## config.mk

```make
export PLATFORM = sky130hd
export DESIGN_NAME = ace_bus_control
export DESIGN_NICKNAME = d
export VERILOG_FILES = /design/src/ace_ctrl_pkg.sv /design/src/ace_bus_pkg.sv /design/src/ace_bus_control.sv
export VERILOG_INCLUDE_DIRS = /design/src /design/src/src
export SDC_FILE = /design/constraint.sdc
export NUM_CORES = 1
export LEC_CHECK = 0
export BUFFER_PORTS_ARGS = -buffer_cell sky130_fd_sc_hd__buf_4
export CAP_MARGIN = 20
export CORE_ASPECT_RATIO = 0.7
export CORE_UTILIZATION = 51
export CTS_BUF_LIST = sky130_fd_sc_hd__clkbuf_4 sky130_fd_sc_hd__clkbuf_8 sky130_fd_sc_hd__clkbuf_16
export CTS_CLUSTER_SIZE = 10
export DETAILED_ROUTE_END_ITERATION = 6
export PLACE_DENSITY = 0.84
export SLEW_MARGIN = 20
export SYNTH_ARGS = -nofsm -noshare
export SYNTH_HDL_FRONTEND = slang
export SYNTH_SLANG_ARGS = --single-unit
```

## constraint.sdc

```tcl
create_clock -name clk_65 -period 3.8 [get_ports clk_65]
set_input_delay 0.19 -clock clk_65 [delete_from_list [all_inputs] [get_ports clk_65]]
set_output_delay 0.19 -clock clk_65 [all_outputs]
set_load 0.005 [all_outputs]
```

## src/ace_params.svh

```systemverilog
`ifndef ACE_PARAMS_SVH
`define ACE_PARAMS_SVH

////////////////////
// Memory map
////////////////////

// ROM occupies 0000 to this address
`define ACE_ROM_END          16'h1FFF
// 2K windows, each mirroring a 1K RAM
`define ACE_SCREEN_BASE      16'h2000
`define ACE_CHAR_BASE        16'h2800
`define ACE_USER_BASE        16'h3C00
`define ACE_XRAM_BASE        16'h4000
// Upper 32K goes out over the sd_ pins
`define ACE_EXT_BASE         16'h8000

// I/O ports, low address byte only
`define ACE_KBD_PORT         8'hFE
`define ACE_ROM_UNLOCK_PORT  8'h01

// Memory address widths
`define ACE_RAM1K_AW         10
`define ACE_ROM_AW           13
`define ACE_XRAM_AW          14

`endif
```

## src/ace_ctrl_pkg.sv

```systemverilog
`default_nettype none

package ace_ctrl_pkg;

   // Target of the current bus cycle
   typedef enum logic [3:0] {
      reg_none,
      reg_rom,
      reg_screen,
      reg_char,
      reg_user,
      reg_xram,
      reg_ext,
      reg_io_kbd,
      reg_io_rom
   } region_t;

   // One access from strobe fall to strobe rise
   typedef enum logic [1:0] {
      st_idle,
      st_access,
      st_ext_wait,
      st_done
   } access_state_t;

endpackage

`default_nettype wire

```

## src/ace_bus_pkg.sv

```systemverilog
`default_nettype none

`include "ace_params.svh"

package ace_bus_pkg;

   // Z80 side
   typedef logic [15:0] cpu_addr_t;
   typedef logic [7:0]  data_t;

   // Memory address widths
   typedef logic [`ACE_RAM1K_AW-1:0] ram1k_addr_t;
   typedef logic [`ACE_ROM_AW-1:0]   rom_addr_t;
   // Expansion RAM and the external window share this width
   typedef logic [`ACE_XRAM_AW-1:0]  xram_addr_t;

   // Keyboard matrix
   // Rows come from the high address byte
   typedef logic [7:0] kbd_row_t;
   // Columns are active low sense lines
   typedef logic [4:0] kbd_col_t;

endpackage

`default_nettype wire

```

## src/ace_bus_control.sv

```systemverilog
`timescale 1ns/10ps
`default_nettype none

`include "ace_params.svh"

module ace_bus_control (
   input  wire  logic                 clk_65,
   input  wire  logic                 rst,
   input  wire  ace_bus_pkg::cpu_addr_t cpu_addr,
   input  wire  logic                 mreq_n,
   input  wire  logic                 iorq_n,
   input  wire  logic                 rd_n,
   input  wire  logic                 wr_n,
   input  wire  ace_bus_pkg::data_t   cpu_dout,
   input  wire  ace_bus_pkg::kbd_col_t columnas,
   input  wire  logic                 ear,
   input  wire  logic                 sd_ready,
   output ace_ctrl_pkg::region_t      region,
   output logic                       rom_en,
   output logic                       screen_en,
   output logic                       char_en,
   output logic                       user_en,
   output logic                       xram_en,
   output logic                       mem_we,
   output ace_bus_pkg::data_t         io_dout,
   output logic                       sd_rd,
   output logic                       sd_we,
   output logic                       wait_n,
   output logic                       mic,
   output logic                       spk
);

   ace_ctrl_pkg::access_state_t state;
   ace_ctrl_pkg::region_t       region_next;
   logic                        cyc_active;
   logic                        we_ok;
   logic                        wr_cycle;
   logic                        rom_wr_unlock;

   function automatic ace_ctrl_pkg::region_t decode(input ace_bus_pkg::cpu_addr_t addr,
                                                    input logic io);
      ace_ctrl_pkg::region_t r;
      r = ace_ctrl_pkg::reg_none;
      if (io) begin
         if (addr[7:0] == `ACE_KBD_PORT)
            r = ace_ctrl_pkg::reg_io_kbd;
         else if (addr[7:0] == `ACE_ROM_UNLOCK_PORT)
            r = ace_ctrl_pkg::reg_io_rom;
      end else if (addr <= `ACE_ROM_END)
         r = ace_ctrl_pkg::reg_rom;
      else if (addr >= `ACE_SCREEN_BASE && addr < `ACE_CHAR_BASE)
         r = ace_ctrl_pkg::reg_screen;
      else if (addr >= `ACE_CHAR_BASE && addr < `ACE_CHAR_BASE + 16'h0800)
         r = ace_ctrl_pkg::reg_char;
      else if (addr >= `ACE_USER_BASE && addr < `ACE_XRAM_BASE)
         r = ace_ctrl_pkg::reg_user;
      else if (addr >= `ACE_XRAM_BASE && addr < `ACE_EXT_BASE)
         r = ace_ctrl_pkg::reg_xram;
      else if (addr >= `ACE_EXT_BASE)
         r = ace_ctrl_pkg::reg_ext;
      return r;
   endfunction

   // A cycle is live while a request strobe and a direction strobe are low
   assign cyc_active  = (!mreq_n || !iorq_n) && (!rd_n || !wr_n);
   assign region_next = decode(cpu_addr, !iorq_n);

   // Locked ROM takes no writes
   always_comb begin
      case (region_next)
         ace_ctrl_pkg::reg_rom:    we_ok = rom_wr_unlock;
         ace_ctrl_pkg::reg_screen,
         ace_ctrl_pkg::reg_char,
         ace_ctrl_pkg::reg_user,
         ace_ctrl_pkg::reg_xram:   we_ok = 1'b1;
         default:                  we_ok = 1'b0;
      endcase
   end

   ////////////////////
   // Access FSM
   ////////////////////
   always_ff @(posedge clk_65) begin
      if (rst) begin
         state         <= ace_ctrl_pkg::st_idle;
         region        <= ace_ctrl_pkg::reg_none;
         rom_en        <= 1'b0;
         screen_en     <= 1'b0;
         char_en       <= 1'b0;
         user_en       <= 1'b0;
         xram_en       <= 1'b0;
         mem_we        <= 1'b0;
         sd_rd         <= 1'b0;
         sd_we         <= 1'b0;
         wait_n        <= 1'b1;
         wr_cycle      <= 1'b0;
         mic           <= 1'b0;
         spk           <= 1'b0;
         rom_wr_unlock <= 1'b0;
      end else begin
         case (state)
            ace_ctrl_pkg::st_idle: begin
               if (cyc_active) begin
                  region    <= region_next;
                  wr_cycle  <= !wr_n;
                  rom_en    <= (region_next == ace_ctrl_pkg::reg_rom) && (wr_n || rom_wr_unlock);
                  screen_en <= region_next == ace_ctrl_pkg::reg_screen;
                  char_en   <= region_next == ace_ctrl_pkg::reg_char;
                  user_en   <= region_next == ace_ctrl_pkg::reg_user;
                  xram_en   <= region_next == ace_ctrl_pkg::reg_xram;
                  mem_we    <= !wr_n && we_ok;
                  if (region_next == ace_ctrl_pkg::reg_ext) begin
                     sd_rd  <= 1'b1;
                     sd_we  <= !wr_n;
                     wait_n <= 1'b0;
                  end
                  state <= ace_ctrl_pkg::st_access;
               end
            end
            ace_ctrl_pkg::st_access: begin
               mem_we <= 1'b0;
               // Port side effects
               if (region == ace_ctrl_pkg::reg_io_kbd) begin
                  if (wr_cycle) begin
                     spk <= 1'b1;
                     mic <= cpu_dout[3];
                  end else
                     spk <= 1'b0;
               end
               if (region == ace_ctrl_pkg::reg_io_rom && wr_cycle)
                  rom_wr_unlock <= cpu_dout[0];
               if (region != ace_ctrl_pkg::reg_ext)
                  state <= ace_ctrl_pkg::st_done;
               else if (sd_ready) begin
                  // External RAM answered at once
                  wait_n <= 1'b1;
                  sd_rd  <= 1'b0;
                  sd_we  <= 1'b0;
                  state  <= ace_ctrl_pkg::st_done;
               end else
                  state <= ace_ctrl_pkg::st_ext_wait;
            end
            ace_ctrl_pkg::st_ext_wait: begin
               if (sd_ready) begin
                  wait_n <= 1'b1;
                  sd_rd  <= 1'b0;
                  sd_we  <= 1'b0;
                  state  <= ace_ctrl_pkg::st_done;
               end
            end
            default: begin
               // Hold enables so the read data stays on the bus
               if (!cyc_active) begin
                  region    <= ace_ctrl_pkg::reg_none;
                  rom_en    <= 1'b0;
                  screen_en <= 1'b0;
                  char_en   <= 1'b0;
                  user_en   <= 1'b0;
                  xram_en   <= 1'b0;
                  state     <= ace_ctrl_pkg::st_idle;
               end
            end
         endcase
      end
   end

   // Port read byte, columns sampled on the access cycle
   always_ff @(posedge clk_65) begin
      if (state == ace_ctrl_pkg::st_access && !wr_cycle) begin
         if (region == ace_ctrl_pkg::reg_io_kbd)
            io_dout <= {2'b11, ear, columnas};
         else if (region == ace_ctrl_pkg::reg_io_rom)
            io_dout <= {7'b0000000, rom_wr_unlock};
      end
   end

endmodule

`default_nettype wire

```

# Word-level counts from Yosys, hierarchy flattened
# Index checks and enable logic that the tools add are counted.
[totals]
out_inout_bits = 23
inputBits = 37
wordCells = 129
ff_bits = 27
[op_classes]
order_cmp = 10
reduce_logical = 32
n_bitwise = 1
n_mux = 50
eq_ne = 19
[ops]
columns = ["op", "count"]
rows = [
  [">= comparator 16 x 14 -> 1 bit (second input constant)", 3],
  ["less-than comparator 16 x 14 -> 1 bit (second input constant)", 2],
  ["two-way mux 1 bit", 22],
  ["two-way mux 4 bit", 5],
  ["two-way mux 3 bit", 6],
  ["== test 4 x 3 -> 1 bit (second input constant)", 4],
  [">= comparator 16 x 15 -> 1 bit (second input constant)", 1],
  [">= comparator 16 bit (second input constant)", 1],
  ["less-or-equal comparator 16 x 13 -> 1 bit (second input constant)", 1],
  ["less-than comparator 16 x 15 -> 1 bit (second input constant)", 1],
  ["less-than comparator 16 bit (second input constant)", 1],
  ["one-hot mux 1 bit (2 select lines)", 7],
  ["AND reduction 2 bit", 5],
  ["logical AND 1 bit", 9],
  ["one-hot mux 1 bit (3 select lines)", 3],
  ["AND reduction 3 bit", 3],
  ["== test 4 x 2 -> 1 bit (second input constant)", 2],
  ["== test 8 x 1 -> 1 bit (second input constant)", 1],
  ["== test 8 bit (second input constant)", 1],
  ["two-way mux 8 bit", 1],
  ["!= test 2 bit (second input constant)", 4],
  ["one-hot mux 4 bit (2 select lines)", 1],
  ["two-way mux 2 bit", 3],
  ["two-way mux 6 bit", 1],
  ["other kinds (17)", 24],
]

# Longest topological paths before layout
# Gate-level depths: netlist of run 1.
[depth]
depth_word = 14
mapped_depth = 8
mapped_depth_nobuf = 7

# Worst setup path after synthesis of run 1
# OpenSTA, ideal clock, no wires.
[synth_timing]
path_kind = "reg2reg"
from = "register state[0]"
to = "register screen_en"
synth_period_minus_slack_ns = 1.887
slack_ns = 1.913
required_time_ns = 3.729
n_path_buf = 0
arrival_ns = 1.817
stages_incl_launch_ff = 8
setup_time_ns = 0.071
cell_sequence = "dfxtp_1 > inv_1 > ha_1 > ha_1 > and3b_2 > and2_1 > or4b_1 > a21oi_1"
[synth_via]
elab_chain_len = 4
elab_cells_between_ends = 9
classes_between = "eq/ne (4); mux (1); bitwise (1); reduce/logical (3)"
[synth_lines]
columns = ["item", "line", "source"]
rows = [
  ["from (decl)", "ace_bus_control.sv:33", "ace_ctrl_pkg::access_state_t state;"],
  ["from (signal assigned)", "ace_bus_control.sv:85", "state <= ace_ctrl_pkg::st_idle;"],
  ["from (signal assigned)", "ace_bus_control.sv:117", "state <= ace_ctrl_pkg::st_access;"],
  ["from (signal assigned)", "ace_bus_control.sv:133", "state <= ace_ctrl_pkg::st_done;"],
  ["== test 2 x 1 -> 1 bit / == test 2 bit (equally long branches)", "ace_bus_control.sv:101", "case (state)"],
  ["OR reduction 2 bit (no source line)", "-", ""],
  ["NOT 1 bit (no source line)", "-", ""],
  ["AND reduction 3 bit (no source line)", "-", ""],
  ["to (signal assigned)", "ace_bus_control.sv:107", "screen_en <= region_next == ace_ctrl_pkg::reg_screen;"],
  ["to (decl)", "ace_bus_control.sv:20", "output logic screen_en,"],
]
# Several ways; a longest one is shown, not always the timed one.
# A chain may end at the register's enable or synchronous reset.

# Worst setup path in the final report of run 1
[layout_timing]
from = "register state[1]"
to = "register screen_en"
# The elaborated chain is that of the path after synthesis.

==> qor.log, run 1 <==
qor: outcome.run_status completed
qor: synthesis.yosysTopAreaCellShare 26.5%
qor: sta.worst-slew-pin-transition 0.955 ns
qor: worst_setup_path.path_cells inv_1 > ha_1 > ha_1 > and3b_2 > and2_1 > or4b_1 > a21oi_1
qor: layout.drive_gt1_share 31.3%
qor: clocking.cts_max_level 1
qor: sta.fin_skew 0.00249 ns
qor: floorplan.floorplan.core_area 2570 µm²
qor: global_route.globalRoute.totalOverflow 0
qor: drt.vias 1332
qor: synthesis.yosysWarnings 0
qor: synthesis.most_frequent_cells_after_synthesis 19 x sky130_fd_sc_hd__dfxtp_1, 13 x sky130_fd_sc_hd__nor2_1, 11 x sky130_fd_sc_hd__a21oi_1
qor: floorplan.top_level_pins 60
qor: synthesis.syn_nets 194
qor: clocking.cts_resized 0
qor: worst_setup_path.path_class flop to flop
qor: power_and_ir_drop.vdd_drop_max 0.513 mV
qor: sta.finalSetupTns 0 ns
qor: hold_path.hold_path.class input pin to flop
qor: layout.diodes 0
qor: hold_path.holdCritStartpoint cpu_dout[3]
qor: worst_setup_path.setup.worst_path.start_class flop
qor: worst_setup_path.worst_r2r_startpoint state[1]$_SDFFE_PP0P_
qor: sta.timing.fmax 448 MHz
qor: drt.drt-vias-per-instance 5.74
qor: worst_setup_path.timing.critical_path.to_type flop
qor: drt.drt_iter0_drc 132
qor: drt.wl_per_cell 14.4 µm
qor: floorplan.floorplan.initialDensity 55.8%
qor: drt.totalWireLength 3.34 mm
qor: sta.hold_violations 0
qor: clocking.clk_latency 0.27 ns
qor: job.maxCapViolCount 0
qor: floorplan.fp.dieArea 3030 µm²
qor: worst_setup_path.reg2reg_slack 1.57 ns
qor: drt.detail_route.drc_violations 0
qor: hold_path.hold_depth 3
qor: worst_setup_path.worstPathMaxFanout 11
qor: clocking.post_cts_hold_buffer_count 0
qor: hold_path.timing.hold.worst_endpoint mic$_SDFFE_PP0P_
qor: layout.nFillCells 193
qor: sta.slew_headroom 36.2%
qor: power_and_ir_drop.powerDensity 528 nW/µm²
qor: placed_design.placement.io_buffers 51
qor: synthesis.netlist_instances 151
qor: clocking.cts_root_buffer sky130_fd_sc_hd__clkbuf_8
qor: layout.area_delta_synth_final 31.4%
qor: synthesis.synthFlopType sky130_fd_sc_hd__dfxtp_1
qor: sta.grt_setup_unrepaired false
qor: placed_design.dpl_cell_area 1810 µm²
qor: clocking.clock_tree_sinks 26
qor: synthesis.synth.distinct_cells 49
qor: placed_design.detailedPlace.worstSlack 1.62 ns
qor: global_route.vias_in_the_first_global_route 1217
qor: sta.min_period_over_period 58.7%
qor: floorplan.placement_row_count 15
qor: placed_design.place_congestion 0.837
qor: worst_setup_path.timing.critical_path.mode_cell sky130_fd_sc_hd__ha_1
qor: power_and_ir_drop.power.leakage 0.000795 µW
qor: sta.final_critical_path_setup_slack 1.57 ns
qor: global_route.grt_usage 23.4%
qor: worst_setup_path.critical_path.reg2reg.endpoint screen_en$_SDFFE_PP0P_
qor: floorplan.die_height 46.4 µm
qor: clocking.cts_tree yes
qor: synthesis.synth_seq_area_share 41.2%
qor: placed_design.dp.final_hpwl 2.49 mm
qor: synthesis.synth_seq_cells 26
qor: clocking.clk_pin_slew_worst_paths 0.09 ns
qor: synthesis.postSynthAreaPerCell 9.50 µm²
qor: global_route.number_of_antenna_violations_at_the_first_check_in_global_routing 0
qor: clocking.cts_buffer_depth 2
qor: drt.drtPass1Iterations 4
qor: synthesis.syn-cell-area 1440 µm²
qor: sta.final_period_minus_worst_setup_slack 2.23 ns
qor: worst_setup_path.worstPathArrival 2.44 ns
qor: floorplan.die_width 65.4 µm
qor: synthesis.count_of_flip_flops_with_a_built_in_enable_after_synthesis 7
qor: synthesis.synthArstFlopShare 0%
qor: worst_setup_path.r2r_cells 7
qor: clocking.cts.repair_timing.setup_buffer_count 0
qor: sta.timing.final.setup_violations 0
qor: global_route.grt_first_pass_wirelength 5.29 mm
qor: synthesis.synth_largest_area_cell sky130_fd_sc_hd__dfxtp_1
qor: synthesis.synthTopCellsByArea sky130_fd_sc_hd__dfxtp_1 27%, sky130_fd_sc_hd__edfxtp_1 15%, sky130_fd_sc_hd__ha_1 5.2%
qor: drt.antenna_left 0
qor: sta.final-max-slew-violation-count 0
qor: worst_setup_path.crit_path_max_incr_delay 0.44 ns
qor: global_route.largest_net_degree_at_the_start_of_global_routing 23
qor: layout.stdcell_area 1890 µm²
qor: worst_setup_path.crit_required 4.01 ns
qor: clocking.numCtsBuffers 3
qor: layout.finalNetCount 242
qor: synthesis.yosys.cell_count.top_type sky130_fd_sc_hd__dfxtp_1
qor: worst_setup_path.crit_slowest_cell sky130_fd_sc_hd__or4b_1
-- worst max-delay path by stage --
stage | start | end | slack, ns | depth (start not counted)
2_1_floorplan | state[0]$_SDFFE_PP0P_ | screen_en$_SDFFE_PP0P_ | 1.91 | 7
3_3_place_gp | state[0]$_SDFFE_PP0P_ | screen_en$_SDFFE_PP0P_ | 1.71 | 7
3_5_place_dp | state[1]$_SDFFE_PP0P_ | screen_en$_SDFFE_PP0P_ | 1.62 | 7
4_1_cts | state[1]$_SDFFE_PP0P_ | screen_en$_SDFFE_PP0P_ | 1.59 | 7
5_1_grt | state[1]$_SDFFE_PP0P_ | screen_en$_SDFFE_PP0P_ | 1.45 | 7
6_report | state[1]$_SDFFE_PP0P_ | screen_en$_SDFFE_PP0P_ | 1.57 | 7
-- cell usage in the layout (no fill, tap or decap), drive strengths merged, types with 2 or more instances in the layout --
cell     count
nor3b        2
nand2       10
nand4bb      2
a21oi       11
clkbuf       3
nand3b       2
dfxtp       19
o21ai        6
a211oi       3
o21a         3
o31ai        2
nand4b       3
and2         7
nand3        2
nor2        13
o211ai       2
ha           6
buf         51
a2111oi      3
edfxtp       7
inv          9
nor3         2
nor4b        2
nand2b       2
nand4        2
mux2i        7
-- registers in the layout, indices dropped and copies added (netlist names) --
| register | flops |
|---|---|
| wr_cycle | 1 |
| wait_n | 1 |
| screen_en | 1 |
| mem_we | 1 |
| rom_wr_unlock | 1 |
| xram_en | 1 |
| char_en | 1 |
| state | 2 |
| user_en | 1 |
| rom_en | 1 |
| spk | 1 |
| io_dout | 7 |
| region | 4 |
| mic | 1 |
| sd_rd | 1 |
| sd_we | 1 |
-- kinds of logic (layout without fill, tap and decap cells) --
group / count (synthesis) / in the layout / share of synthesized area [%]
adders and majority gates: 6 / 6 / 5.23
DFF: 26 / 26 / 41.2
buffers and inverters: 17 / 64 / 5.58
AOI/OAI and AO/OA: 36 / 36 / 17.5
and+or+nand+nor: 59 / 59 / 25.6
muxes: 7 / 7 / 4.88
-- routing by layer --
metal	track usage, %	vias up	wire length (µm)
li1	-	643	-
met4	8.70	0	23
met5	0	-	0
met1	29.0	636	1470
met2	39.8	49	1650
met3	5.94	4	201
-- area by class of cell --
class | count | area (µm²) | area share, %
sequential | 26 | 591 | 31.3
inverter | 9 | 33.8 | 1.79
clock inverter | 1 | 30.0 | 1.59
timing repair buffer | 51 | 383 | 20.3
tap | 34 | 42.5 | 2.26
multi-input combinational | 108 | 764 | 40.5
clock buffer | 3 | 41.3 | 2.19
-- worst max-delay path, delay by kind of cell (launching register included) --
family	cells	cell delay [ns]
AO/OA/AOI/OAI	1	0.15
adder cells (fa/ha/maj)	2	0.71
buffers and inverters	1	0.09
flip-flops	1	0.39
AND/OR/NAND/NOR	3	0.84
-- stage by stage --
stage	cells	power, µW	utilization (%)	hold slack (ns)
2_1_floorplan	151	654	-	0.289
3_3_place_gp	228	741	70.6	0.426
4_1_cts	232	994	73.3	0.159
5_1_grt	232	1050	73.3	0.166
3_5_place_dp	228	764	70.6	0.439
6_report	232	996	73.3	0.161
-- power by group --
group | switching [µW] | internal (µW)
registers | 31.8 | 321
clock network | 85.8 | 141
logic | 235 | 182
total | 353 | 643
(Power assumes the default switching activity.)
==> run 2, diff against run 1 <==
Settings changed: ABC_AREA set to 1, CORE_UTILIZATION 51 to 42, PLACE_DENSITY 0.84 to 0.75.
Clock period 3.8 ns to 2 ns, I/O delays scaled along.
==> qor.log, run 2 <==
qor: outcome.run_status finished, violations left
qor: outcome.violations DRC
qor: sta.hold_violations 0 [unchanged]
qor: drt.wl_met2 1.36 mm [-18%]
qor: global_route.globalRoute.totalOverflow 0 [unchanged]
qor: worst_setup_path.worstPathMaxFanout 9 [-2]
qor: drt.highest_layer met4
qor: clocking.cts_max_level 1 [unchanged]
qor: drt.drt_iter0_drc 71 [-46%]
qor: sta.slew_headroom 72.1% [+36 points]
qor: sta.final_period_minus_worst_setup_slack 1.82 ns [-0.415 ns]
qor: clocking.cts_root_buffer sky130_fd_sc_hd__clkbuf_8
qor: layout.largest_register_ffs 7 [unchanged]
qor: worst_setup_path.path_class flop to flop
qor: placed_design.dpl_cell_area 1840 µm² [+1.4%]
qor: synthesis.synth_seq_area_share 41.8% [+0.62 points]
qor: floorplan.die_width 71.3 µm [+9.1%]
qor: layout.stdcell_area 1910 µm² [+1.4%]
qor: placed_design.dp.final_hpwl 2.47 mm [-0.77%]
qor: synthesis.syn-cell-area 1410 µm² [-1.5%]
qor: floorplan.floorplan.core_area 3170 µm² [+23%]
qor: hold_path.hold_path.class input pin to flop
qor: layout.layout.cells.most_common sky130_fd_sc_hd__buf_4
qor: synthesis.netlist_instances 190 [+26%]
qor: clocking.clock_tree_sinks 26 [unchanged]
qor: worst_setup_path.timing.critical_path.to_type flop
qor: synthesis.most_frequent_cells_after_synthesis 42 x sky130_fd_sc_hd__nand2_1, 26 x sky130_fd_sc_hd__inv_1, 19 x sky130_fd_sc_hd__a21oi_1, 19 x sky130_fd_sc_hd__dfxtp_1, 18 x sky130_fd_sc_hd__nor2_1
qor: worst_setup_path.path_cells inv_1 > ha_1 > ha_1 > inv_1 > nor2_2 > nand3_1 > a21oi_1
qor: drt.drt-vias-per-instance 4.87 [-15%]
qor: synthesis.synth.distinct_cells 28 [-43%]
qor: global_route.grt_usage 19.4% [-4.0 points]
qor: global_route.largest_net_degree_at_the_start_of_global_routing 16 [-30%]
qor: layout.drive_gt1_share 30.3% [-0.99 points]
qor: floorplan.top_level_pins 60 [unchanged]
qor: clocking.cts.repair_timing.setup_buffer_count 0 [unchanged]
qor: power_and_ir_drop.powerDensity 1020 nW/µm² [+92%]
qor: power_and_ir_drop.vdd_drop_max 0.705 mV [+37%]
qor: job.maxCapViolCount 0 [unchanged]
qor: worst_setup_path.crit_slowest_cell sky130_fd_sc_hd__dfxtp_1
qor: synthesis.yosysWarnings 0 [unchanged]
qor: layout.area_delta_synth_final 35.2%
qor: sta.finalSetupTns 0 ns [unchanged]
qor: drt.detailroute.wirelength.met3 209 µm [+4.0%]
qor: worst_setup_path.setup.worst_path.start_class flop
qor: floorplan.die_height 50.5 µm [+9.0%]
qor: sta.final_critical_path_setup_slack 0.183 ns [-1.39 ns]
qor: layout.diodes 0 [unchanged]
qor: clocking.cts_tree yes
qor: drt.detail_route.drc_violations 5 [+5]
qor: placed_design.placement.io_buffers 51 [unchanged]
qor: floorplan.fp.dieArea 3610 µm² [+19%]
qor: synthesis.syn_nets 233 [+20%]
qor: sta.worst-slew-pin-transition 0.414 ns [-0.541 ns]
qor: layout.mostFrequentLayoutCells 52 x sky130_fd_sc_hd__buf_4, 42 x sky130_fd_sc_hd__nand2_1, 26 x sky130_fd_sc_hd__inv_1
qor: global_route.grt_first_pass_wirelength 5.38 mm [+1.8%]
qor: clocking.cts_buffer_depth 2 [unchanged]
qor: sta.timing.final.setup_violations 0 [unchanged]
qor: synthesis.count_of_flip_flops_with_a_built_in_enable_after_synthesis 7 [unchanged]
qor: sta.timing.fmax 551 MHz [+23%]
qor: synthesis.postSynthAreaPerCell 7.44 µm² [-22%]
qor: floorplan.floorplan.initialDensity 44.6% [-11 points]
qor: drt.vias 1372 [+3.0%]
qor: synthesis.yosys.cell_count.top_type sky130_fd_sc_hd__nand2_1
qor: drt.wl_per_cell 11.3 µm [-21%]
qor: global_route.vias_in_the_first_global_route 1231 [+1.2%]
qor: placed_design.detailedPlace.worstSlack 0.230 ns [-1.39 ns]
qor: sta.whs 0.0496 ns [-0.111 ns]
qor: sta.min_period_over_period 90.8% [+32 points]
qor: sta.fin_skew 0.00458 ns [+0.00208 ns]
qor: sta.grt_setup_unrepaired false
qor: synthesis.synth_seq_cells 26 [unchanged]
qor: synthesis.yosysTopAreaCellShare 26.9% [+0.40 points]
qor: clocking.post_cts_hold_buffer_count 0 [unchanged]
qor: drt.antenna_left 0 [unchanged]
qor: synthesis.synth_largest_area_cell sky130_fd_sc_hd__dfxtp_1
qor: worst_setup_path.crit_path_max_incr_delay 0.39 ns [-0.05 ns]
qor: drt.totalWireLength 3.20 mm [-4.3%]
qor: synthesis.synthArstFlopShare 0% [unchanged]
qor: global_route.number_of_antenna_violations_at_the_first_check_in_global_routing 0 [unchanged]
qor: floorplan.placement_row_count 17 [+2]
qor: clocking.clk_pin_slew_worst_paths 0.09 ns [about the same]
qor: layout.biggestRegsByFlops io_dout: 7 flops, region: 4 flops, state: 2 flops
qor: sta.final-max-slew-violation-count 0 [unchanged]
qor: drt.drtPass1Iterations 6 [+2]
qor: drt.wl_met1 1.62 mm [+10%]
qor: worst_setup_path.worstPathArrival 2.02 ns [-0.42 ns]
qor: power_and_ir_drop.power.leakage 0.000886 µW [+11%]
qor: clocking.numCtsBuffers 3 [unchanged]
qor: clocking.clk_latency 0.27 ns [about the same]
qor: worst_setup_path.crit_required 2.21 ns [-1.80 ns]
qor: synthesis.synthTopCellsByArea sky130_fd_sc_hd__dfxtp_1 27%, sky130_fd_sc_hd__edfxtp_1 15%, sky130_fd_sc_hd__nand2_1 11%
qor: clocking.cts_resized 0 [unchanged]
qor: layout.largest_register io_dout
qor: synthesis.synthFlopType sky130_fd_sc_hd__dfxtp_1
qor: placed_design.place_congestion 0.815 [-2.6%]
qor: layout.finalNetCount 288 [+19%]
## run 2: final cells by class
class,count,area [µm²]
fillers,283,1260
multi-input cells,134,707
flip-flops and latches,26,591
repair buffers,52,390
inverters,28,105
well taps,38,47.5
clock buffers,3,41.3
clock inverters,1,30.0
## run 2: worst paths after layout
kind / from / to / slack (ns) / cells after the start
min reg2reg: mic$_SDFFE_PP0P_ / mic$_SDFFE_PP0P_ / 0.45 / 2
min: wr_n / wr_cycle$_SDFFE_PP0P_ / 0.05 / 2
max: state[0]$_SDFFE_PP0P_ / region[3]$_SDFFE_PP0P_ / 0.18 / 7
max reg2reg: state[0]$_SDFFE_PP0P_ / region[3]$_SDFFE_PP0P_ / 0.18 / 7
## run 2: layer usage
metal,up-vias,GRT usage (%)
met5,-,0
met4,0,4.67
met3,2,5.02
met2,35,29.5
met1,606,27.4
li1,729,-
## run 2: cells by family (layout without fill, tap and decap cells)
| group | count (synthesis) | in the layout | share of synthesized area, % |
|---|---|---|---|
| flops | 26 | 26 | 41.8 |
| compound gates | 34 | 34 | 14.1 |
| fa+ha+maj | 6 | 6 | 5.31 |
| buf+inv | 30 | 84 | 8.23 |
| simple gates | 94 | 94 | 30.6 |
## run 2: where the power goes
group	switching (µW)	leakage [µW]	internal (µW)
clock network	167	0.0000357	268
logic	517	0.000634	319
registers	60.8	0.000216	609
total	744	0.000886	1200
## run 2: critical path, delay by kind of cell, from the launching register on
| kind | cells | cell delay [ns] |
|---|---|---|
| buf+inv | 2 | 0.13 |
| simple gates | 2 | 0.47 |
| flops | 1 | 0.39 |
| fa+ha+maj | 2 | 0.62 |
| compound gates | 1 | 0.15 |
## run 2: through the flow
stage | util (%) | power, µW | instances
2_1_floorplan | - | 1250 | 190
3_3_place_gp | 58.1 | 1490 | 278
3_5_place_dp | 58.1 | 1500 | 278
4_1_cts | 60.3 | 1950 | 282
5_1_grt | 60.3 | 2100 | 282
6_report | 60.3 | 1940 | 282
==> run 3, diff against run 2 <==
Settings changed: PLACE_DENSITY 0.75 to not set, PLACE_DENSITY_LB_ADDON set to 0.15.
==> qor.log, run 3 (synthesis results as in run 2) <==
qor: worst_setup_path.r2r_cells 7 [unchanged]
qor: placed_design.dp.final_hpwl 2.40 mm [-2.6%]
qor: layout.layout.cells.most_common sky130_fd_sc_hd__buf_4
qor: worst_setup_path.path_cells inv_1 > ha_1 > inv_1 > nand2_1 > nor2_2 > o2111ai_1 > a21oi_1
qor: layout.area_delta_synth_final 36.3%
qor: global_route.grt_first_pass_wirelength 5.20 mm [-3.3%]
qor: clocking.post_cts_hold_buffer_count 0 [unchanged]
qor: placed_design.detailedPlace.worstSlack 0.302 ns [+0.0720 ns]
qor: hold_path.hold_path.class input pin to flop
qor: placed_design.placement.io_buffers 51 [unchanged]
qor: clocking.clock_tree_sinks 26 [unchanged]
qor: outcome.violations DRC
qor: layout.sequential_cell_area 591 µm² [unchanged]
qor: sta.final_critical_path_setup_slack 0.295 ns [+0.112 ns]
qor: clocking.cts_resized 0 [unchanged]
qor: drt.drtPass1Iterations 6 [unchanged]
qor: layout.largest_register_ffs 7 [unchanged]
qor: drt.wl_per_cell 10.8 µm [-4.8%]
qor: hold_path.timing.hold.worst_endpoint wr_cycle$_SDFFE_PP0P_
qor: layout.drive_gt1_share 30.9% [+0.57 points]
qor: sta.fin_skew 0.00439 ns [-0.000188 ns]
qor: global_route.grt_usage 18.6% [-0.80 points]
qor: sta.grt_setup_unrepaired false
qor: clocking.clk_pin_slew_worst_paths 0.09 ns [about the same]
qor: worst_setup_path.timing.critical_path.to_type flop
qor: power_and_ir_drop.report.power.total 1940 µW [about the same]
qor: drt.totalWireLength 3.07 mm [-4.2%]
qor: worst_setup_path.crit_path_max_incr_delay 0.39 ns [about the same]
qor: floorplan.die_height 50.5 µm [unchanged]
qor: layout.diodes 0 [unchanged]
qor: worst_setup_path.worstPathArrival 1.91 ns [-0.11 ns]
qor: worst_setup_path.worst-path-buf-inv 2 [unchanged]
qor: sta.final-max-slew-violation-count 0 [unchanged]
qor: layout.nFillCells 305 [+7.8%]
qor: hold_path.hold_depth 2 [unchanged]
qor: layout.biggestRegsByFlops io_dout: 7 flops, region: 4 flops, state: 2 flops
qor: sta.timing.final.setup_violations 0 [unchanged]
qor: clocking.cts_root_buffer sky130_fd_sc_hd__clkbuf_8
qor: power_and_ir_drop.power.leakage 0.000895 µW [+1.0%]
qor: power_and_ir_drop.vdd_drop_max 0.697 mV [-1.1%]
qor: sta.hold_violations 0 [unchanged]
qor: clocking.cts.repair_timing.setup_buffer_count 0 [unchanged]
qor: sta.final_period_minus_worst_setup_slack 1.70 ns [-0.112 ns]
qor: worst_setup_path.critical_path.reg2reg.endpoint rom_en$_SDFFE_PP0P_
qor: clocking.cts_max_level 1 [unchanged]
qor: outcome.run_status finished, violations left
qor: job.maxCapViolCount 0 [unchanged]
qor: drt.drt-vias-per-instance 4.77 [-1.9%]
qor: layout.mostFrequentLayoutCells 54 x sky130_fd_sc_hd__buf_4, 42 x sky130_fd_sc_hd__nand2_1, 26 x sky130_fd_sc_hd__inv_1
qor: sta.worst-slew-pin-transition 0.357 ns [-0.0568 ns]
qor: layout.largest_register io_dout
qor: worst_setup_path.worst_r2r_startpoint state[0]$_SDFFE_PP0P_
qor: drt.vias 1355 [-1.2%]
qor: worst_setup_path.path_class flop to flop
qor: drt.drt_iter0_drc 73 [+2.8%]
qor: layout.finalNetCount 290 [+0.69%]
qor: sta.slew_headroom 76.0% [+3.8 points]
qor: worst_setup_path.crit_family simple AND/OR/NAND/NOR gates
qor: layout.area_of_the_multi_input_gates 707 µm² [unchanged]
qor: placed_design.place_congestion 0.849 [+4.2%]
qor: worst_setup_path.worstPathMaxFanout 9 [unchanged]
qor: worst_setup_path.crit_required 2.20 ns [about the same]
qor: global_route.vias_in_the_first_global_route 1169 [-5.0%]
qor: sta.min_period_over_period 85.2% [-5.6 points]
qor: floorplan.floorplan.initialDensity 44.6% [unchanged]
qor: hold_path.holdCritStartpoint wr_n
qor: floorplan.placement_row_count 17 [unchanged]
qor: global_route.largest_net_degree_at_the_start_of_global_routing 16 [unchanged]
qor: drt.detail_route.drc_violations 4 [-1]
qor: worst_setup_path.crit_slowest_cell sky130_fd_sc_hd__dfxtp_1
qor: worst_setup_path.setup.worst_path.start_class flop
qor: worst_setup_path.reg2reg_slack 0.30 ns [+0.11 ns]
qor: global_route.globalRoute.totalOverflow 0 [unchanged]
qor: sta.timing.fmax 587 MHz [+6.6%]
qor: global_route.number_of_antenna_violations_at_the_first_check_in_global_routing 0 [unchanged]
qor: clocking.cts_tree yes
qor: worst_setup_path.cell_count_along_the_critical_path 7 [unchanged]
qor: clocking.numCtsBuffers 3 [unchanged]
qor: floorplan.floorplan.core_area 3170 µm² [unchanged]
qor: sta.finalSetupTns 0 ns [unchanged]
qor: floorplan.die_width 71.3 µm [unchanged]
qor: worst_setup_path.timing.critical_path.mode_cell sky130_fd_sc_hd__inv_1
qor: floorplan.top_level_pins 60 [unchanged]
qor: clocking.clk_latency 0.27 ns [about the same]
qor: floorplan.fp.dieArea 3610 µm² [unchanged]
qor: clocking.cts_buffer_depth 2 [unchanged]
qor: power_and_ir_drop.powerDensity 1010 nW/µm² [-0.82%]
qor: drt.antenna_left 0 [unchanged]
-- run 3: cell count changes in the layout (fill, tap and decap cells not counted) --
cell,previous run,this run
sky130_fd_sc_hd__buf_4,52,54
-- run 3: routing by layer --
metal | global-route usage (%) | vias up | wire length, µm
met5 | 0 | - | 0
met4 | 5.00 | 0 | 17
met3 | 4.42 | 2 | 142
met2 | 28.6 | 26 | 1310
met1 | 26.1 | 592 | 1600
li1 | - | 735 | -
-- run 3: worst reg2reg max path, stage by stage (launching register included) --
cell                        delay, ns
sky130_fd_sc_hd__dfxtp_1         0.39
sky130_fd_sc_hd__inv_1           0.08
sky130_fd_sc_hd__ha_1            0.32
sky130_fd_sc_hd__inv_1           0.15
sky130_fd_sc_hd__nand2_1         0.12
sky130_fd_sc_hd__nor2_2          0.28
sky130_fd_sc_hd__o2111ai_1       0.16
sky130_fd_sc_hd__a21oi_1         0.14
-- run 3: final cells by class --
| cell class | count | share of cell area [%] |
|---|---|---|
| repair buffers | 54 | 21.0 |
| flip-flops and latches | 26 | 30.6 |
| inverters | 28 | 5.45 |
| clock buffers | 3 | 2.14 |
| well taps | 38 | 2.47 |
| multi-input cells | 134 | 36.7 |
| clock inverters | 1 | 1.56 |
-- run 3: stage by stage --
step	util, %	hold slack (ns)	cells	area, µm²
2_1_floorplan	-	0.169	190	1410
3_3_place_gp	58.5	0.339	280	1860
3_5_place_dp	58.5	0.340	280	1860
4_1_cts	60.8	0.0457	284	1930
5_1_grt	60.8	0.0501	284	1930
6_report	60.8	0.0547	284	1930
-- run 3: worst max-delay path by stage --
| stage | from | slack (ns) | to |
|---|---|---|---|
| 2_1_floorplan | state[0]$_SDFFE_PP0P_ | 0.41 | rom_en$_SDFFE_PP0P_ |
| 3_3_place_gp | state[0]$_SDFFE_PP0P_ | 0.33 | rom_en$_SDFFE_PP0P_ |
| 3_5_place_dp | state[0]$_SDFFE_PP0P_ | 0.30 | rom_en$_SDFFE_PP0P_ |
| 4_1_cts | state[0]$_SDFFE_PP0P_ | 0.28 | rom_en$_SDFFE_PP0P_ |
| 5_1_grt | state[0]$_SDFFE_PP0P_ | 0.14 | rom_en$_SDFFE_PP0P_ |
| 6_report | state[0]$_SDFFE_PP0P_ | 0.30 | rom_en$_SDFFE_PP0P_ |
-- run 3: where the power goes --
| part | internal, µW | leakage [µW] | switching (µW) |
|---|---|---|---|
| clock | 268 | 0.0000357 | 163 |
| sequential | 609 | 0.000216 | 61.6 |
| combinational | 334 | 0.000643 | 504 |
| total | 1210 | 0.000895 | 729 |
